===== config.mk =====
export PLATFORM = sky130hd
export DESIGN_NAME = decode
export DESIGN_NICKNAME = d
export VERILOG_FILES = /design/src/source/tomasulo_pkg.sv /design/src/source/decode.sv
export SDC_FILE = /design/constraint.sdc
export NUM_CORES = 1
export LEC_CHECK = 0
export BUFFER_PORTS_ARGS = -buffer_cell sky130_fd_sc_hd__buf_2
export CAP_MARGIN = 20
export CORE_MARGIN = 5
export CORE_UTILIZATION = 31
export DETAILED_ROUTE_END_ITERATION = 16
export PLACE_DENSITY = 0.9
export SYNTH_ARGS = -nofsm -noshare
export SYNTH_HDL_FRONTEND = slang
export SYNTH_SLANG_ARGS = --single-unit

===== constraint.sdc =====
create_clock -name vclk -period 1.2
set_input_delay 0 -clock vclk [all_inputs]
set_output_delay 0 -clock vclk [all_outputs]
set_load 0.01 [all_outputs]

===== src/source/tomasulo_pkg.sv =====
package tomasulo_pkg;

  localparam int xlen     = 32;
  localparam int shamt_w  = $clog2(xlen);
  localparam int num_regs = 32;
  localparam int reg_w    = $clog2(num_regs);
  localparam int rs_depth = 4;
  localparam int tag_w    = 3;  // Tag 0 means value present, entry i is tag i+1
  localparam int iq_depth = 4;
  localparam int iq_ptr_w = $clog2(iq_depth);
  localparam int num_alus = 2;

  // RISC-V major opcodes handled by the core
  typedef enum logic [6:0] {
    op_reg = 7'b0110011,
    op_imm = 7'b0010011
  } opcode_e;

  typedef enum logic [3:0] {
    alu_add,
    alu_sub,
    alu_and,
    alu_or,
    alu_xor,
    alu_sll,
    alu_srl,
    alu_sra,
    alu_slt,
    alu_sltu,
    alu_nop  // Dropped at issue
  } alu_func_e;

endpackage


===== src/source/decode.sv =====
`timescale 1ns/100ps

module decode import tomasulo_pkg::*; (
  input  logic [31:0]      instr,
  output alu_func_e        func,
  output logic [reg_w-1:0] rs1,
  output logic [reg_w-1:0] rs2,
  output logic [reg_w-1:0] rd,
  output logic [xlen-1:0]  imm,
  output logic             use_imm
);
  logic [2:0] funct3;
  logic       alt;      // funct7 bit 5, picks SUB and SRA
  logic       is_reg;
  alu_func_e  op_func;

  assign funct3  = instr[14:12];
  assign alt     = instr[30];
  assign rs1     = instr[19:15];
  assign rs2     = instr[24:20];
  assign rd      = instr[11:7];
  assign imm     = {{(xlen - 12){instr[31]}}, instr[31:20]};  // I-type, sign extended
  assign is_reg  = (instr[6:0] == op_reg);
  assign use_imm = (instr[6:0] == op_imm);

  always_comb begin
    case (funct3)
      3'b000:  op_func = (alt && is_reg) ? alu_sub : alu_add;  // ADDI has no SUB form
      3'b001:  op_func = alu_sll;
      3'b010:  op_func = alu_slt;
      3'b011:  op_func = alu_sltu;
      3'b100:  op_func = alu_xor;
      3'b101:  op_func = alt ? alu_sra : alu_srl;
      3'b110:  op_func = alu_or;
      default: op_func = alu_and;
    endcase
  end

  // Writes to x0 become NOPs so x0 never gets renamed
  always_comb begin
    if ((!is_reg && !use_imm) || rd == '0) begin
      func = alu_nop;
    end else begin
      func = op_func;
    end
  end

endmodule


==> qor.csv, run 1 <==
metric,value,unit
dpl_cell_area,298,um^2
drt-total-wl,713,um
drv_cap,0,
grt_max_degree,22,
holdPathEnd,rs2[4],
multi_input_area,143,um^2
min_path_type,in -> out,
synthAdderAreaFrac,0,%
via_per_inst,4.33,
num-fill-cells,174,
regArea,0,um^2
antenna_found_initial,0,
diodes,0,
grt_pass1_wl,1120,um
synth_mux_area_share,0,%
p_seq_share,0,%
final_layout_size_suffix_gt1_share,63.8,%
rows,14,
synth_top_family_by_area,buffers and inverters,
crit_required,1200,ps
initial_core_util,32.9,%
p_clk_share,0,%
layout_common_cells,"buf_2 (27), nor2_1 (3), nand2_1 (2), nand3_1 (2)",
path_max_fanout,3,
final_common_cell,buf_2,
gr-total-overflow,0,
numPortBuffers,27,
die_h,50.0,um
design.seq.count,0,
synth_area,495,um^2
cp-end-kind,primary output,
synth_xor_xnor_area_share,0,%
ant_nets,0,
slew_headroom,84.8,%
grt_setup_unrepaired,no,
detailed_place_hpwl,645,um
via_count,273,
syn-instance-count,67,
cts.hold.buffers_added,0,
combPwrFrac,100.0,%
sw_frac_of_total,48.4,%
hold_start,instr[24],
drtIter0Drc,1,
max_freq,1.03,GHz
synthSimpleGateAreaFrac,23.2,%
setup_viol,0,
fin_cells,63,
hold_viol_final,0,
wl_per_cell,11.3,um
post_cts_buffers,0,
cp_data_arrival_time,970,ps
peakVddDrop,0.0000522,V
synth.distinct_cells,17,
die_area,2500,um^2
powerDensity,244,nW/um^2
io_pins,84,
coreArea,1510,um^2
finalMaxSlewViolations,0,
dr.pass1.iters,2,
whs_path_depth,0,
period_minus_slack,967,ps
p_sw,35.1,uW
fin_setup_tns,0,ps
post_cts_resized,0,
synth_compound_area_share,5.56,%
grt_pass1_vias,251,
track_usage,5.05,%
fin_hold_ws,0.00569,ps
nets,81,
setup.worst_path.start_class,input pin,
syn_avg_cell_area,7.40,um^2
ys_warn_count,0,
worst_pin_slew,227,ps
crit_type,in -> out,
cellInternalPower,37.5,uW
fp.dieW,50.0,um
n_clock_buffer,0,
fin_crit_sh,80.6,%
syn-num-nets,99,
drc_errors,0,
design_area,298,um^2
ys_seq_area_share,0,%
area_growth,-39.9,%
leakagePower,0.000154,uW
status,"complete, no violations",
dp_cells,63,
globalplace.congestion,0.659,
-- cell usage after synthesis (all sizes together) --
cell | instances | area share (%)
buf | 47 | 71
nand3 | 3 | 4.0
nor2 | 3 | 2.3
nand2 | 2 | 1.5
a211oi | 1 | 1.5
and2 | 1 | 1.3
and3 | 1 | 1.3
and3b | 1 | 1.8
nand2b | 1 | 1.3
nand3b | 1 | 1.5
nor3 | 1 | 1.0
nor4 | 1 | 2.5
nor4b | 1 | 4.8
o21a | 1 | 1.5
o21ai | 1 | 1.0
o21bai | 1 | 1.5
-- power groups by stage --
stage | Combinational [uW] | Sequential, uW | Clock [uW]
after global routing | 80.3 | 0 | 0
after global placement | 71.4 | 0 | 0
after CTS | 73.6 | 0 | 0
after floorplan | 179 | 0 | 0
final | 72.7 | 0 | 0
after detailed placement | 73.4 | 0 | 0
-- per-layer routing --
metal	GRT usage (%)	vias up	routed length (um)
met5	0	-	0
met3	3.31	4	167
met2	8.16	25	300
li1	-	131	-
met1	4.79	113	236
met4	2.62	0	9
-- worst max-delay path by stage --
stage	startpoint	to	slack, ps	cells after the start
after floorplan	instr[3]	func[0]	440	3
after global placement	instr[3]	func[2]	260	5
after detailed placement	instr[3]	func[0]	230	5
after CTS	instr[3]	func[0]	230	5
after global routing	instr[3]	func[2]	180	5
final	instr[3]	func[0]	230	5
-- worst max-delay path, stage by stage --
cell and delay (ps):
buf_2 110, nor4b_4 290, nand3_2 130, a211oi_1 250, buf_2 180
-- per-stage QoR --
step	total power [uW]	utilization [%]	worst slack, ps
floorplan	179	-	442
global placement	71.4	19.8	256
detailed placement	73.4	19.8	228
CTS	73.6	19.8	232
global route	80.3	19.8	177
finish	72.7	19.8	233
-- logic make-up (layout without fill, tap and decap cells) --
kind of cell | Yosys count | after routing
AO/OA/AOI/OAI | 4 | 4
AND/OR/NAND/NOR | 16 | 16
buffers and inverters | 47 | 27
-- layout make-up --
| class | instances | area share (%) |
|---|---|---|
| timing repair buffer | 27 | 45.4 |
| tap | 16 | 6.72 |
| multi-input combinational | 20 | 47.9 |
(Power assumes the default switching activity.)
==> inputs of run 2 (changes only) <==
- ABC_AREA: not set -> 1
- CORE_UTILIZATION: 31 -> 29
- PLACE_DENSITY: 0.9 -> 0.84
- clock period: 1.2 -> 0.9 ns (I/O delays scaled with it)
==> qor.csv, run 2 <==
metric,value,unit,change
yosysMostFrequentCell,buf_4,,
syn-instance-count,80,,+19%
fp.dieW,51.6,um,+3.2%
hold_viol_final,0,,unchanged
peakVddDrop,0.000121,V,+130%
grt_setup_unrepaired,no,,
via_per_inst,3.99,,-8.0%
cp_data_arrival_time,810,ps,-160 ps
synth.distinct_cells,11,,-6
finalMaxSlewViolations,0,,unchanged
drtIter0Drc,4,,+3
fin_setup_tns,0,ps,unchanged
crit_type,in -> out,,
cp-end-kind,primary output,,
grt_pass1_vias,293,,+17%
regArea,0,um^2,unchanged
synth_area_leaders,"buf_4 (70%), nand2_1 (6.0%), nor2_1 (6.0%)",,
worst_pin_slew,258,ps,+31.2 ps
fin_cells,77,,+22%
gr-total-overflow,0,,unchanged
die_area,2660,um^2,+6.6%
crit_required,900,ps,-300 ps
via_count,307,,+12%
n_clock_buffer,0,,unchanged
yosys.area.top_type,buf_4,,
min_path_type,in -> out,,
grt_pass1_wl,1140,um,+1.9%
whs_path_depth,0,,unchanged
wl_per_cell,9.60,um,-15%
period_minus_slack,805,ps,
setup.worst_path.start_class,input pin,,
track_usage,5.08,%,+0.032 points
io_pins,84,,unchanged
leakagePower,0.000185,uW,+20%
antenna_found_initial,0,,unchanged
ys_seq_area_share,0,%,unchanged
drc_errors,0,,unchanged
slew_headroom,82.7,%,-2.1 points
nets,94,,+16%
hold_start,instr[26],,
design.seq.count,0,,unchanged
fin_util,18.6,%,-1.2 points
die_h,51.6,um,+3.2%
rows,15,,+1
dp_cells,77,,+22%
globalplace.congestion,0.720,,+9.3%
coreArea,1690,um^2,+12%
synth_top_area_share,70.3,%,-0.89 points
initial_core_util,29.7,%,-3.2 points
status,"complete, no violations",,
max_freq,1.24,GHz,
powerDensity,338,nW/um^2,+38%
syn_avg_cell_area,6.27,um^2,-15%
setup_viol,0,,unchanged
synth_area,502,um^2,+1.3%
final_layout_size_suffix_gt1_share,51.7,%,-12 points
drv_cap,0,,unchanged
dr.pass1.iters,2,,unchanged
final_common_cell,buf_2,,
numPortBuffers,27,,unchanged
ys_warn_count,0,,unchanged
detailed_place_hpwl,618,um,-4.2%
layout_common_cells,"buf_2 (27), nor2_1 (8), nand2_1 (7)",,
area_growth,-37.4,%,
synthTopCellsByCount,"buf_4 (47), nand2_1 (8), nor2_1 (8)",,
ant_nets,0,,unchanged
path_max_fanout,4,,+1
holdPathEnd,imm[6],,
num-fill-cells,206,,+18%
drt-total-wl,739,um,+3.6%
fin_crit_sh,89.5,%,
syn-num-nets,112,,+13%
grt_max_degree,22,,unchanged
diodes,0,,unchanged
[run 2: worst max path at each step]
stage	slack, ps	depth (start not counted)	endpoint	from
after floorplan	300	3	func[2]	instr[3]
after global placement	80	6	func[3]	instr[3]
after detailed placement	60	6	func[3]	instr[3]
after CTS	60	6	func[3]	instr[3]
after global routing	0.7	6	func[3]	instr[3]
final	90	6	func[3]	instr[3]
[run 2: final cells by class]
cell class	count	area, um^2	area share, %
multi-input combinational	28	139	44.2
timing repair buffer	27	135	43.0
tap	17	21.3	6.77
inverter	5	18.8	5.98
[run 2: stage by stage]
step | setup WS, ps | total power (uW) | hold WS (ps) | instance area [um^2]
after CTS | 63.3 | 104 | 0.0686 | 305
after global routing | 0.720 | 121 | 0.0168 | 314
after floorplan | 297 | 249 | 54.4 | 502
after detailed placement | 64.5 | 104 | 0.0686 | 305
after global placement | 77.0 | 103 | 0.0686 | 305
final | 94.7 | 106 | 0.00445 | 314
[run 2: timing repair]
action                                  in CTS  in global routing
endpoints found under the setup margin       0                  3
gates resized for setup                      0                  2
hold buffers                                 0                  0
setup buffers                                0                  0
[run 2: report_power, final]
group,switching [uW],leakage (uW),internal (uW),total (uW)
Sequential,0,0,0,0
Clock,0,0,0,0
Combinational,56.3,0.000185,49.8,106
[run 2: metal layers]
layer / GRT usage [%] / share of wire, %
met5: 0 / 0
met4: 3.49 / 0.81
met3: 2.01 / 14
met2: 9.32 / 53
met1: 4.47 / 32
[run 2: logic make-up after synthesis]
logic type      after synthesis  share of synthesized area, %
simple gates                 24                          21.2
compound gates                4                          4.74
buf+inv                      52                          74.1
[run 2: critical path, stage by stage]
cell,delay [ps]
buf_2,100
nor2_1,130
nand2_2,110
nor3_4,200
o21ai_0,120
buf_2,150
