## src/source/tomasulo_pkg.sv

```systemverilog
package tomasulo_pkg;

  localparam int xlen     = 32;
  localparam int shamt_w  = $clog2(xlen);
  localparam int num_regs = 32;
  localparam int reg_w    = $clog2(num_regs);
  localparam int rs_depth = 4;
  localparam int tag_w    = 3;  // Tag 0 means value present, entry i is tag i+1
  localparam int iq_depth = 4;
  localparam int iq_ptr_w = $clog2(iq_depth);
  localparam int num_alus = 2;

  // RISC-V major opcodes handled by the core
  typedef enum logic [6:0] {
    op_reg = 7'b0110011,
    op_imm = 7'b0010011
  } opcode_e;

  typedef enum logic [3:0] {
    alu_add,
    alu_sub,
    alu_and,
    alu_or,
    alu_xor,
    alu_sll,
    alu_srl,
    alu_sra,
    alu_slt,
    alu_sltu,
    alu_nop  // Dropped at issue
  } alu_func_e;

endpackage

```

## src/source/alu.sv

```systemverilog
`timescale 1ns/100ps

module alu import tomasulo_pkg::*; (
  input  logic             clk_100mhz,
  input  logic             sys_rst,
  input  logic             start,
  input  alu_func_e        func,
  input  logic [xlen-1:0]  op_a,
  input  logic [xlen-1:0]  op_b,
  input  logic [tag_w-1:0] tag_in,
  input  logic             grant,
  output logic             done,
  output logic [tag_w-1:0] res_tag,
  output logic [xlen-1:0]  result,
  output logic             idle
);
  logic [xlen-1:0]    value;
  logic [shamt_w-1:0] shamt;

  assign shamt = op_b[shamt_w-1:0];
  assign idle  = !done;  // Busy until the result is on the CDB

  always_comb begin
    case (func)
      alu_add:  value = op_a + op_b;
      alu_sub:  value = op_a - op_b;
      alu_and:  value = op_a & op_b;
      alu_or:   value = op_a | op_b;
      alu_xor:  value = op_a ^ op_b;
      alu_sll:  value = op_a << shamt;
      alu_srl:  value = op_a >> shamt;
      alu_sra:  value = $signed(op_a) >>> shamt;
      alu_slt:  value = {{(xlen - 1){1'b0}}, $signed(op_a) < $signed(op_b)};
      alu_sltu: value = {{(xlen - 1){1'b0}}, op_a < op_b};
      default:  value = '0;
    endcase
  end

  always_ff @(posedge clk_100mhz) begin
    if (start) begin
      result  <= value;
      res_tag <= tag_in;
    end
  end

  always_ff @(posedge clk_100mhz) begin
    if (sys_rst) begin
      done <= 1'b0;
    end else if (start) begin
      done <= 1'b1;
    end else if (grant) begin
      done <= 1'b0;
    end
  end

endmodule

```

## config.mk

```make
export PLATFORM = sky130hd
export DESIGN_NAME = alu
export DESIGN_NICKNAME = d
export VERILOG_FILES = /design/src/source/tomasulo_pkg.sv /design/src/source/alu.sv
export SDC_FILE = /design/constraint.sdc
export NUM_CORES = 1
export LEC_CHECK = 0
export ABC_AREA = 1
export BUFFER_PORTS_ARGS = -buffer_cell sky130_fd_sc_hd__buf_2
export CORE_MARGIN = 2
export CORE_UTILIZATION = 29
export DETAILED_ROUTE_END_ITERATION = 8
export PLACE_DENSITY_LB_ADDON = 0.05
export REMOVE_ABC_BUFFERS = 1
export SKIP_CTS_REPAIR_TIMING = 1
export SLEW_MARGIN = 10
export SYNTH_ARGS = -nofsm -noshare
export SYNTH_HDL_FRONTEND = slang
export SYNTH_SLANG_ARGS = --single-unit
```

## constraint.sdc

```tcl
create_clock -name clk_100mhz -period 2.2 [get_ports clk_100mhz]
set_input_delay 0.22 -clock clk_100mhz [delete_from_list [all_inputs] [get_ports clk_100mhz]]
set_output_delay 0.22 -clock clk_100mhz [all_outputs]
set_load 0.05 [all_outputs]
```

==> impl_metrics.tcl, run 1 <==
set metrics [dict create \
    r2r_end "done" \
    ys.flop_type "edfxtp_1" \
    critPathLaunchType "input port" \
    clockBufferDepth 2 \
    grt_pass1_vias 15140 \
    synth_area_leaders "nand2_1 23%, nand3_1 18%, ha_1 11%" \
    drc 0 \
    peakVddDrop_v 0.0002897 \
    stdcell_area_mm2 0.01578 \
    wirelength_mm 65.23 \
    coreArea_mm2 0.03767 \
    power_density_mw_per_mm2 359.2 \
    r2r_start "done" \
    leakagePower_nw 8.746 \
    avgRoutedWirePerCell_um 21.09 \
    hold_end "done" \
    synth_common_cells "679 x nand2_1, 405 x nand3_1, 292 x inv_1, 161 x nor2_1, 98 x ha_1" \
    slowest_delay_ns 0.35 \
    dp_hpwl_mm 55.55 \
    crit_required_ns 2.28 \
    die_area_mm2 0.03988 \
    grt_pass1_wl_mm 94.64 \
    synth_top_area_share_pct 22.95 \
    fill_cells 4398 \
    place_area_mm2 0.01535 \
    htreeDepth 2 \
    synth_cells 2097 \
    yosysUniqueCellTypes 48 \
    cpMostUsedCell "nand2_1" \
    yosys_warnings 0 \
    min_path_type "in2reg" \
    drv_slew 0 \
    vias_per_cell 5.116 \
    cts_tree "built" \
    synth_edf_count 35 \
    clock-skew-final_ns 0 \
    holdWs_ns 0.03459 \
    hold_start "sys_rst" \
    synth-seq-cells 36 \
    grt_max_degree 71 \
    async_flop_share_pct 0 \
    rsz0062_at_grt "true" \
    fin_crit_ns 2.115 \
    relSlewSlack_pct 47.11 \
    power_w 0.005669 \
    rr_worst_depth 4 \
    arrival_ns 2.19 \
    hold_viol_final 0 \
    rrSetupSlack_ns 1.54 \
    tns_ns 0 \
    ys_seq_area_share_pct 9.644 \
    initial_core_util_pct 29.48 \
    antenna_cells 0 \
    clock_sinks 36 \
    worst-slew-pin-transition_ns 0.7933 \
    cts.reportedPaths.clkPinSlew_ns 0.08 \
    gp_congestion 0.9828 \
    die_h_um 199.7 \
    place_inst 3083 \
    period_share_pct 96.13 \
    drive_gt1_share_pct 26.26 \
    setup_viol 0 \
    num_rows 71 \
    syn_area_mm2 0.01111 \
    syn_avg_cell_area_um2 5.296 \
    run_status "completed" \
    multi_input_area_mm2 0.008627 \
    hold_path_depth 2 \
    vias 15820 \
    slowest_stage "ha_1" \
    drt_pre_antenna_iters 6 \
    root_buffer "clkbuf_16" \
    drtAntennaViolNets 0 \
    port-buffer-count 111 \
    clock_latency_ns 0.33 \
    synth_top_area_cell "nand2_1" \
    numCtsBuffers 5 \
    grt_overflow 0 \
    drv_cap 0 \
    grtUsageTotal_pct 32.77 \
    first_iter_violations 1741 \
    crit_fanout 5 \
    path_class "in2reg" \
    antenna_found_initial 1 \
    yosysMostFrequentCell "nand2_1" \
    fin_cells 3093 \
    endpoint_kind "flip-flop" \
    area_growth_pct 42.09 \
    ios 112 \
    crit_chain "buf_2 > inv_2 > ha_1 > buf_6 > buf_4 > nand2_1 > nor2_2 > nor2_4 > buf_4 > o21ai_4 > o21ai_0 > nand2_1 > nand2_1 > nor2_1 > nand4_1" \
    die_w_um 199.7 \
    seqCellArea_mm2 0.001071 \
    fmax_ghz 0.4728 \
    fin_nets 2756 \
]
==> where the power goes <==
group          internal, W  leakage [nW]  switching [W]
sequential        0.000847         0.345      0.0000429
combinational      0.00145          8.33        0.00243
clock             0.000427        0.0660       0.000472
total              0.00273          8.75        0.00294
==> worst max-delay path by stage <==
stage,slack (ns),from,endpoint
3_5_place_dp,-0.67,op_b[4],result[17]
4_1_cts,-0.31,op_b[4],result[17]
2_1_floorplan,-0.73,op_b[2],result[0]
3_3_place_gp,-0.67,op_b[4],result[17]
6_report,0.09,op_b[3],result[8]
5_1_grt,-0.05,op_a[7],result[23]
==> stage by stage <==
stage	utilization, %	setup slack (ns)
after floorplan	-	-0.7304
after global placement	40.77	-0.6726
after detailed placement	40.77	-0.6677
after CTS	41.16	-0.3117
after global routing	41.89	-0.04592
final	41.89	0.08505
==> cell type report <==
type / count / share of cell area [%]
Clock buffer: 5 / 0.7929
Clock inverter: 3 / 0.1507
Inverter: 305 / 7.311
Multi-Input combinational cell: 1660 / 54.67
Sequential cell: 36 / 6.787
Tap cell: 511 / 4.052
Timing Repair Buffer: 573 / 26.24
==> metal layers <==
metal  GRT usage [%]  up-vias  wire, um
met3           3.781       87      4318
met4           9.986        0      2039
met1           45.46     7400     29790
li1                -     7779         -
met2           52.88      557     29080
met5               0        -         0
==> state kept, by name, summed over array words and instances, names as in the netlist <==
signal / cells
result: 32
done: 1
res_tag: 3
==> cell families after synthesis <==
kind of cell | synth area share [%]
AO/OA/AOI/OAI | 12.78
adder cells (fa/ha/maj) | 11.40
flip-flops | 9.644
buffers and inverters | 14.96
AND/OR/NAND/NOR | 51.22
==> cells in the final DEF (no fill, tap or decap), types with 16 or more instances in the layout <==
master      n
nand2_1   666
buf_4     452
nand3_1   399
inv_1     290
nor2_1    146
buf_2     111
ha_1       91
a21oi_1    76
o21ai_0    71
edfxtp_1   35
nand4_1    21
o211ai_1   20
nor2_2     16
o22ai_1    16
==> critical path, delay by kind of cell <==
family                   cells  cell delay [ns]
AO/OA/AOI/OAI                2             0.26
AND/OR/NAND/NOR              7             0.73
buffers and inverters        5             0.61
adder cells (fa/ha/maj)      1             0.35
Note: power is estimated with default switching activity, not from simulation.
==> inputs of run 2 (changes only) <==
==> constraint.sdc (replaced) <==
create_clock -name clk_100mhz -period 1.75 [get_ports clk_100mhz]
set_input_delay 0.175 -clock clk_100mhz [delete_from_list [all_inputs] [get_ports clk_100mhz]]
set_output_delay 0.175 -clock clk_100mhz [all_outputs]
set_load 0.05 [all_outputs]
==> run 2 against run 1 <==
- the flow now finishes with violations (negative hold slack, negative setup slack)
- die area did not move
- worst hold slack got worse by 0.039 ns
- sequential share of layout area fell by 1.1 points
- total power rose by 47%
- non-clock buffer count rose by 107
- clock power rose by 47%
- register-to-register slack got worse by 0.47 ns
- largest power group unchanged
==> impl_metrics.tcl, run 2 (synthesized netlist as in run 1, its figures left out) <==
set metrics [dict create \
    crit_required_ns 1.86 \
    numCtsBuffers 5 \
    grt_overflow 0 \
    port-buffer-count 111 \
    path_class "in2reg" \
    holdWs_ns -0.004646 \
    die_area_mm2 0.03988 \
    violations "negative hold slack, negative setup slack" \
    clock_latency_ns 0.35 \
    antenna_cells 0 \
    worst-slew-pin-transition_ns 0.4617 \
    htreeDepth 2 \
    gp_congestion 0.9892 \
    drt_pre_antenna_iters 6 \
    met1Wirelength_mm 31.12 \
    peakVddDrop_v 0.0003855 \
    antenna_found_initial 2 \
    r2r_start "done" \
    final_common_cell "nand2_1" \
    critPathLaunchType "input port" \
    grtUsageTotal_pct 33.21 \
    layout_common_cells "551 x nand2_1, 509 x buf_4, 338 x nand3_1" \
    run_status "finished, violations left" \
    cts_tree "built" \
    arrival_ns 1.95 \
    period_share_pct 104.9 \
    avgRoutedWirePerCell_um 21.78 \
    met3_length_mm 4.667 \
    leakagePower_nw 9.767 \
    fin_cells 3200 \
    fin_nets 2863 \
    power_density_mw_per_mm2 441.9 \
    drive_gt1_share_pct 43.58 \
    power_w 0.008348 \
    clockBufferDepth 2 \
    grt_pass1_vias 15260 \
    drv_cap 0 \
    hold_start "tag_in[1]" \
    final.setup.worst_slack_ns -0.08577 \
    largest_reg_flops 32 \
    ios 112 \
    top_regs "result: 32 flops, res_tag: 3 flops, done: 1 flops" \
    wirelength_mm 69.70 \
    dr_wl_met2_mm 31.28 \
    grt_pass1_wl_mm 95.90 \
    vias 16660 \
    fin_crit_ns 1.836 \
    dp_hpwl_mm 56.16 \
    die_w_um 199.7 \
    coreArea_mm2 0.03767 \
    crit_fanout 4 \
    clock-skew-final_ns 0 \
    min_path_type "in2reg" \
    first_iter_violations 1594 \
    dr.max_layer_used "met4" \
    startpoint "op_a[0]" \
    area_growth_pct 70.10 \
    drv_slew 0 \
    hold_viol_final 3 \
    endpoint_kind "flip-flop" \
    cts.reportedPaths.clkPinSlew_ns 0.09 \
    num_rows 71 \
    root_buffer "clkbuf_16" \
    setup_viol 15 \
    initial_core_util_pct 29.48 \
    top_register "result" \
    rsz0062_at_grt "true" \
    clock_sinks 36 \
    die_h_um 199.7 \
    grt_max_degree 59 \
    drc 0 \
    relSlewSlack_pct 69.22 \
    drtAntennaViolNets 0 \
    vias_per_cell 5.207 \
    place_inst 3151 \
    fmax_ghz 0.5447 \
]
## run 2: cell types whose count changed in the layout (fill, tap and decap cells not counted), moves of 34 or more
cell,before,now
nor2_1,146,87
inv_1,290,233
a21oi_1,76,42
buf_4,452,509
nand3_2,9,65
nand2_2,15,115
nand3_1,399,338
nand2_1,666,551
inv_2,11,63
## run 2: path summary, 6_finish.rpt
kind	to	slack (ns)	cells past startpoint
setup reg to reg	done	1.07	4
setup / recovery	result[4]	-0.09	14
hold / removal	res_tag[1]	-0.005	1
hold reg to reg	done	0.58	4
## run 2: worst max-delay path, cell delays in order
cell and delay [ns]:
buf_12 0.10, inv_6 0.03, ha_4 0.15, fa_2 0.40, inv_2 0.07, nand2_2 0.06
o21ai_2 0.19, buf_6 0.14, buf_6 0.09, nand2_1 0.04, nand2_1 0.07, o2111ai_2 0.18
nor2_2 0.18, nand2_1 0.06
## run 2: metal layers
metal	track usage [%]	vias up
met5	0	-
met4	9.657	0
met3	2.397	117
met2	53.02	719
met1	47.54	7834
li1	-	7991
## run 2: area by class of cell
class,count,area (um2)
Clock inverter,3,46.29
Clock buffer,5,125.1
Inverter,305,1174
Multi-Input combinational cell,1660,10340
Fill cell,4129,18780
Sequential cell,36,1071
Tap cell,511,639.4
Timing Repair Buffer,680,5495
## run 2: power breakdown
group	internal [W]	total [W]	switching (W)
sequential	0.00107	0.00112	0.0000589
clock	0.000686	0.00132	0.000638
combinational	0.00237	0.00590	0.00353
total	0.00412	0.00835	0.00422
## run 2: through the flow
| stage | util [%] | TNS [ns] | instance area (um2) | worst slack, ns | hold WS [ns] |
|---|---|---|---|---|---|
| 2_1_floorplan | - | -30.13 | 10590 | -1.135 | 0.2474 |
| 3_3_place_gp | 42.39 | -20.43 | 15970 | -0.8685 | 0.3307 |
| 3_5_place_dp | 42.39 | -20.01 | 15970 | -0.8109 | 0.3378 |
| 4_1_cts | 42.84 | -8.384 | 16140 | -0.4521 | -0.03454 |
| 5_1_grt | 50.15 | -2.287 | 18890 | -0.1536 | 0.005849 |
| 6_report | 50.15 | -0.6131 | 18890 | -0.08577 | -0.004646 |
