**src/source/tomasulo_pkg.sv**
```systemverilog
package tomasulo_pkg;

  localparam int xlen     = 32;
  localparam int shamt_w  = $clog2(xlen);
  localparam int num_regs = 32;
  localparam int reg_w    = $clog2(num_regs);
  localparam int rs_depth = 4;
  localparam int tag_w    = 3;  // Tag 0 means value present, entry i is tag i+1
  localparam int iq_depth = 4;
  localparam int iq_ptr_w = $clog2(iq_depth);
  localparam int num_alus = 2;

  // RISC-V major opcodes handled by the core
  typedef enum logic [6:0] {
    op_reg = 7'b0110011,
    op_imm = 7'b0010011
  } opcode_e;

  typedef enum logic [3:0] {
    alu_add,
    alu_sub,
    alu_and,
    alu_or,
    alu_xor,
    alu_sll,
    alu_srl,
    alu_sra,
    alu_slt,
    alu_sltu,
    alu_nop  // Dropped at issue
  } alu_func_e;

endpackage

```
**src/source/instruction_queue.sv**
```systemverilog
`timescale 1ns/100ps

module instruction_queue import tomasulo_pkg::*; (
  input  logic        clk_100mhz,
  input  logic        sys_rst,
  input  logic        push,
  input  logic [31:0] instr,
  input  logic        pop,
  output logic [31:0] head,
  output logic        head_valid,
  output logic        full
);
  logic [31:0]         mem [iq_depth];
  logic [iq_ptr_w-1:0] wr_ptr;
  logic [iq_ptr_w-1:0] rd_ptr;
  logic [iq_ptr_w:0]   count;
  logic                do_push;
  logic                do_pop;

  assign full       = (count == (iq_ptr_w + 1)'(iq_depth));
  assign head_valid = (count != '0);
  assign head       = mem[rd_ptr];
  assign do_push    = push && !full;  // Pushes while full are dropped
  assign do_pop     = pop && head_valid;

  always_ff @(posedge clk_100mhz) begin
    if (do_push) begin
      mem[wr_ptr] <= instr;
    end
  end

  always_ff @(posedge clk_100mhz) begin
    if (sys_rst) begin
      wr_ptr <= '0;
      rd_ptr <= '0;
      count  <= '0;
    end else begin
      if (do_push) wr_ptr <= wr_ptr + iq_ptr_w'(1);  // Wraps at iq_depth
      if (do_pop) rd_ptr <= rd_ptr + iq_ptr_w'(1);
      if (do_push && !do_pop) begin
        count <= count + (iq_ptr_w + 1)'(1);
      end else if (!do_push && do_pop) begin
        count <= count - (iq_ptr_w + 1)'(1);
      end
    end
  end

  // Issue logic only pops a valid head
  assert property (@(posedge clk_100mhz) disable iff (sys_rst) pop |-> head_valid);

endmodule

```
**config.mk**
```make
export PLATFORM = sky130hd
export DESIGN_NAME = instruction_queue
export DESIGN_NICKNAME = d
export VERILOG_FILES = /design/src/source/tomasulo_pkg.sv /design/src/source/instruction_queue.sv
export SDC_FILE = /design/constraint.sdc
export NUM_CORES = 1
export LEC_CHECK = 0
export ABC_AREA = 1
export BUFFER_PORTS_ARGS = -buffer_cell sky130_fd_sc_hd__buf_4
export CAP_MARGIN = 20
export CORE_ASPECT_RATIO = 1.2
export CORE_UTILIZATION = 40
export CTS_BUF_LIST = sky130_fd_sc_hd__clkbuf_8
export CTS_CLUSTER_SIZE = 24
export DETAILED_ROUTE_END_ITERATION = 7
export GPL_TIMING_DRIVEN = 0
export PLACE_DENSITY = 0.58
export SETUP_SLACK_MARGIN = 0.1
export SLEW_MARGIN = 20
export SYNTH_ARGS = -nofsm -noshare
export SYNTH_HDL_FRONTEND = slang
export SYNTH_SLANG_ARGS = --single-unit
```
**constraint.sdc**
```tcl
create_clock -name clk_100mhz -period 8 [get_ports clk_100mhz]
set_clock_uncertainty 0.1 [all_clocks]
set_input_delay 0.8 -clock clk_100mhz [delete_from_list [all_inputs] [get_ports clk_100mhz]]
set_output_delay 0.8 -clock clk_100mhz [all_outputs]
set_load 0.005 [all_outputs]
```
==> run_results.csv, run 1 <==
group,metric,value,unit
floorplan,chipWidth,107,um
cts,clk_latency,0.43,ns
placed_design,gp_congestion,0.700,
layout,antenna_cells,0,
synthesis,synthSimpleGateAreaFrac,7.25,%
cts,cts_tree,"built",
sta,finalSetupTns,0,ns
sta,setup_violations,0,
synthesis,synthFlopType,"edfxtp_1",
cts,cts_resized,0,
run_status,status,"finished, final reports clean",
floorplan,start_util,41.4,%
global_route,gr-total-overflow,0,
layout,post-route-util,51.6,%
global_route,first_global_vias,3228,
sta,fin_crit_sh,32.9,%
synthesis,synth_fp_nets,420,
floorplan,die_area,13600,um^2
synthesis,yosys_warnings,0,
global_route,antenna_found_initial,0,
sta,fin_crit,2.63,ns
worst_setup_path,critical_path_class,"reg2out",
cts,hold_buffers,0,
route,drc,0,
synthesis,synthArstFlopShare,0,%
power,ir_drop,102,uV
sta,slew_headroom,54.1,%
layout,fin_nets,512,
route,vias_per_cell,5.01,
layout,drive_above_1_share,26.8,%
synthesis,yosysSeqAreaShare,76.4,%
route,num_vias,3239,
layout,seq_area,4020,um^2
synthesis,yosysUniqueCellTypes,22,
synthesis,synth_top_family_by_area,"compound AO/OA/AOI/OAI gates",
sta,slew_violations,0,
power,cellPowerDensity,317,nW/um^2
layout,fillers,1143,
route,routedWlPerCell,17.0,um
worst_setup_path,worstPathArrival,1.73,ns
sta,holdWs,0.409,ns
cts,post_cts_buffers,0,
global_route,grtUsageTotal,17.1,%
global_route,grt_pass1_wl,16900,um
synthesis,ys_ff_latch,137,
sta,fin_ws,5.37,ns
placed_design,place_ws,5.54,ns
route,drtIter0Drc,194,
floorplan,fp.coreArea,12700,um^2
worst_setup_path,end_kind,"output pin",
floorplan,die_h,128,um
layout,final_common_cell,"edfxtp_1",
worst_setup_path,worst-path-max-fanout,10,
power,power.total,2.08,mW
worst_setup_path,critical_path_required,7.10,ns
cts,clk_pin_slew,0.08,ns
synthesis,synth_xor_area_share,0.166,%
power,leakagePower,2.38,nW
synthesis,synthAdderAreaFrac,1.57,%
cts,cts_buffers,17,
synthesis,synth_cells,378,
cts,cts_root_buf,"clkbuf_8",
placed_design,io_buffers,69,
sta,hold_violations,0,
cts,cts.sinks,137,
synthesis,synth_area,5270,um^2
cts,max-clock-path-buffers,2,
synthesis,synth_compound_area_share,10.3,%
worst_setup_path,startpoint_type,"flip-flop",
synthesis,synth.area.mux_share,0,%
synthesis,synth_edf_count,128,
floorplan,io-pin-count,70,
layout,final_cell_mix,"edfxtp_1, nor2_1, buf_4",
cts,cts_max_level,4,
layout,multi_input_area,1040,um^2
route,drt_wl_total,11000,um
sta,rsz0062_at_grt,"no",
sta,worst_slew_pin_slew,0.687,ns
route,dr.pass1.iters,4,
placed_design,dp_hpwl,6730,um
route,ant_nets,0,
sta,timing.fmax,380,MHz
run,cap_viol_max_count,0,
synthesis,syn_area_per_cell,13.9,um^2
floorplan,rows,45,
worst_hold_path,hp-class,"reg2reg",
layout,syn2layout_area_growth,24.6,%
global_route,grt_max_degree,23,
[cells in the mapped netlist (3+ instances only)]
cell type / count / area [um^2]
nand2_1: 14 / 52.6
nand3_1: 4 / 20.0
a21oi_1: 3 / 15.0
o21ai_1: 28 / 140
o22ai_1: 32 / 200
inv_1: 15 / 56.3
buf_4: 3 / 22.5
buf_2: 6 / 30.0
edfxtp_1: 128 / 3840
o21ai_0: 37 / 185
dfxtp_1: 9 / 180
nor2_1: 77 / 289
ha_1: 5 / 62.6
buf_6: 9 / 101
[metal layers]
metal / GRT usage, % / up-vias / routed length [um]
li1: - / 1570 / -
met1: 21.4 / 1580 / 4680
met2: 28.7 / 79 / 5690
met3: 4.17 / 10 / 484
met4: 6.29 / 0 / 135
met5: 0 / - / 0
[registers in the layout, indices dropped and copies added, names as in the netlist, named ones only]
register	count
rd_ptr	2
mem	128
wr_ptr	2
count	3
[worst max-delay path, stage by stage, from the launching register on]
cell	delay [ns]
dfxtp_1	0.35
clkbuf_1	0.41
o21ai_0	0.17
o22ai_1	0.22
buf_4	0.15
[logic make-up after synthesis]
family	Yosys count
AOI/OAI and AO/OA	100
xor gates and xnor gates	1
adders and majority gates	6
buffers and inverters	36
DFF	137
and+or+nand+nor	98
[metrics by stage]
| step | area [um^2] | cells |
|---|---|---|
| after CTS | 6560 | 646 |
| after floorplan | 5270 | 378 |
| after detailed placement | 6120 | 615 |
| after global routing | 6560 | 646 |
| after global placement | 5990 | 611 |
| final | 6560 | 646 |
[cell type report]
class,instances,area share (%)
multi-input combinational,205,15.9
clock buffer,17,3.57
clock inverter,14,3.13
inverter,17,1.09
buffer,19,2.40
tap,164,3.13
sequential,137,61.3
timing repair buffer,73,9.46
[worst paths after layout]
kind                                          endpoint  slack, ns                   start  cells after the start
worst max register to register   count[1]$_SDFFE_PP0P_       5.84   count[1]$_SDFFE_PP0P_                      9
worst min-delay path            rd_ptr[1]$_SDFFE_PP0P_       0.41  rd_ptr[1]$_SDFFE_PP0P_                      2
worst min register to register  rd_ptr[1]$_SDFFE_PP0P_       0.41  rd_ptr[1]$_SDFFE_PP0P_                      2
worst max-delay path                          head[18]       5.37               flip-flop                      4
[report_power, final]
group	leakage [nW]	switching (mW)	total (mW)	internal, mW
clock	0.215	0.253	0.619	0.366
combinational	0.919	0.313	0.563	0.250
sequential	1.25	0.0247	0.896	0.871
(Power assumes the default switching activity.)
==> run 2, diff against run 1 <==
Settings changed: ABC_AREA 1 to 0, PLACE_DENSITY 0.58 to 0.6.
Clock period 8 ns to 2.21 ns, I/O delays scaled along.
==> run_results.csv, run 2 <==
group,metric,value,unit
cts,clk_latency,0.43,ns
route,met2WireLength,4720,um
sta,worst_slew_pin_slew,0.552,ns
synthesis,synth.most_common_cell,"edfxtp_1",
synthesis,synth_fp_nets,257,
global_route,grt_max_degree,26,
layout,final_cell_mix,"edfxtp_1, buf_4, dlygate4sd3_1",
worst_setup_path,worstPathArrival,1.74,ns
floorplan,rows,44,
route,wl_met1,3680,um
floorplan,fp.coreArea,12300,um^2
floorplan,io-pin-count,70,
synthesis,yosys.area.top_type_share,74.9,%
route,vias_per_cell,4.81,
layout,regMostFlops,"mem",
layout,antenna_cells,0,
synthesis,yosys-top-cells-area,"edfxtp_1, mux4_2, dfxtp_1",
sta,finalSetupTns,0,ns
synthesis,synthArstFlopShare,0,%
synthesis,yosys_warnings,0,
placed_design,place_inst,448,
synthesis,synthTopCellsByCount,"edfxtp_1, mux4_2, dfxtp_1, nor2_1, ha_1",
synthesis,synth_cells,215,
worst_hold_path,hp-class,"in2reg",
sta,rsz0062_at_grt,"yes",
layout,reg.largest.list,"mem: 128 flops, count: 3 flops",
layout,fin_nets,386,
cts,max-clock-path-buffers,2,
route,routed.top_layer,"met4",
sta,fin_crit_sh,93.3,%
route,drt_wl_total,8970,um
placed_design,place_area,5940,um^2
worst_setup_path,startpoint_type,"flip-flop",
worst_setup_path,r2r_cells,7,
route,num_vias,2487,
synthesis,synth_area,5130,um^2
layout,stdcell_area,6880,um^2
cts,cts.sinks,137,
sta,hold_violations,0,
cts,cts_max_level,4,
worst_hold_path,hold_depth,2,
layout,stdcell_count,517,
cts,clk_pin_slew,0.07,ns
worst_setup_path,r2r_slack,0.17,ns
synthesis,synthFlopType,"edfxtp_1",
floorplan,die_h,126,um
synthesis,yosysSeqAreaShare,78.4,%
global_route,antenna_found_initial,0,
sta,timing.fmax,485,MHz
layout,largest_register_ffs,128,
worst_setup_path,end_kind,"output pin",
sta,fin_crit,2.06,ns
route,dr.pass1.iters,4,
synthesis,yosysUniqueCellTypes,22,
worst_setup_path,worst-path-max-fanout,8,
sta,setup_violations,0,
global_route,first_global_vias,2662,
placed_design,gp_congestion,0.628,
layout,final_common_cell,"edfxtp_1",
worst_setup_path,r2r-end,"count[2]$_SDFFE_PP0P_",
run,cap_viol_max_count,0,
worst_setup_path,rr_startpoint,"count[2]$_SDFFE_PP0P_",
floorplan,die_area,13300,um^2
sta,holdWs,0.0524,ns
cts,cts_root_buf,"clkbuf_8",
route,drtIter0Drc,57,
route,met3_length,386,um
power,ir_drop,416,uV
worst_setup_path,critical_path_required,1.89,ns
worst_hold_path,hp-start,"sys_rst",
synthesis,syn_area_per_cell,23.9,um^2
cts,cts_buffers,17,
power,leakagePower,2.38,nW
route,ant_nets,0,
worst_setup_path,critical_path_class,"reg2out",
route,routedWlPerCell,17.4,um
synthesis,ys_ff_latch,137,
floorplan,chipWidth,105,um
global_route,grtUsageTotal,14.8,%
sta,slew_headroom,63.2,%
layout,drive_above_1_share,43.5,%
global_route,grt_pass1_wl,14100,um
run_status,status,"finished, final reports clean",
synthesis,synth_edf_count,128,
worst_hold_path,hold_end,"count[0]$_SDFFE_PP0P_",
layout,syn2layout_area_growth,33.9,%
sta,slew_violations,0,
global_route,gr-total-overflow,0,
cts,cts_tree,"built",
placed_design,dp_hpwl,5380,um
power,cellPowerDensity,1080,nW/um^2
placed_design,io_buffers,68,
route,drc,0,
synthesis,synth_top_cell_by_area,"edfxtp_1",
layout,post-route-util,56.0,%
floorplan,start_util,41.8,%
-- run 2: cell types whose count changed after synthesis, sizes merged, moves of 3 or more --
cell	previous run	this run
and2	0	4
o22ai	32	0
nor2	78	6
or3	0	3
nand2	15	0
nand3	4	0
mux4	0	32
o21ai	65	2
inv	17	4
buf	18	7
xor2	1	4
-- run 2: worst max path at each step --
stage | endpoint | cells after the start
5_1_grt | head[5] | 4
3_5_place_dp | count[2]$_SDFFE_PP0P_ | 8
3_3_place_gp | mem[0][21]$_DFFE_PP_ | 3
2_1_floorplan | count[2]$_SDFFE_PP0P_ | 8
4_1_cts | count[2]$_SDFFE_PP0P_ | 7
6_report | head[24] | 4
-- run 2: per-stage QoR --
stage / total power [mW] / worst slack, ns
after CTS: 7.17 / 0.105
after global routing: 7.75 / 0.0753
after global placement: 5.04 / -0.589
final: 7.39 / 0.148
after floorplan: 4.32 / 0.143
after detailed placement: 5.10 / 0.00391
-- run 2: what timing repair did --
item	in CTS	in global routing
pin swaps	0	3
endpoints found under the hold margin	128	0
endpoints found under the setup margin	1	31
setup buffers	0	3
hold buffers	32	0
resized for setup	5	28
gates cloned	0	3
-- run 2: area by class of cell --
type | count | area (um^2)
Buffer | 8 | 98.8
Clock buffer | 17 | 234
Clock inverter | 14 | 159
Fill cell | 950 | 5400
Inverter | 4 | 15.0
Multi-Input combinational cell | 66 | 1040
Sequential cell | 137 | 4030
Tap cell | 161 | 201
Timing Repair Buffer | 110 | 1090
-- run 2: worst max-delay path, stage by stage (launching register included) --
cell and delay (ns):
dfxtp_2 0.35, buf_12 0.16, clkbuf_16 0.16, mux4_2 0.51, buf_6 0.13
-- run 2: cells by family after synthesis --
family,Yosys count,synth area share [%]
AO/OA/AOI/OAI,6,0.804
XOR/XNOR,4,0.682
adder cells (fa/ha/maj),6,1.61
buffers and inverters,12,2.05
flip-flops,137,78.4
multiplexers,34,14.6
AND/OR/NAND/NOR,16,1.90
-- run 2: where the power goes --
part	switching, mW	total [mW]	internal, mW
combinational	0.802	2.15	1.35
sequential	0.109	3.24	3.13
clock	0.910	2.00	1.09
total	1.82	7.39	5.57
-- run 2: metal layers --
layer,track usage (%),vias to the layer above
met4,7.04,0
met5,0,-
met2,24.9,58
li1,-,1152
met1,17.0,1260
met3,4.81,17
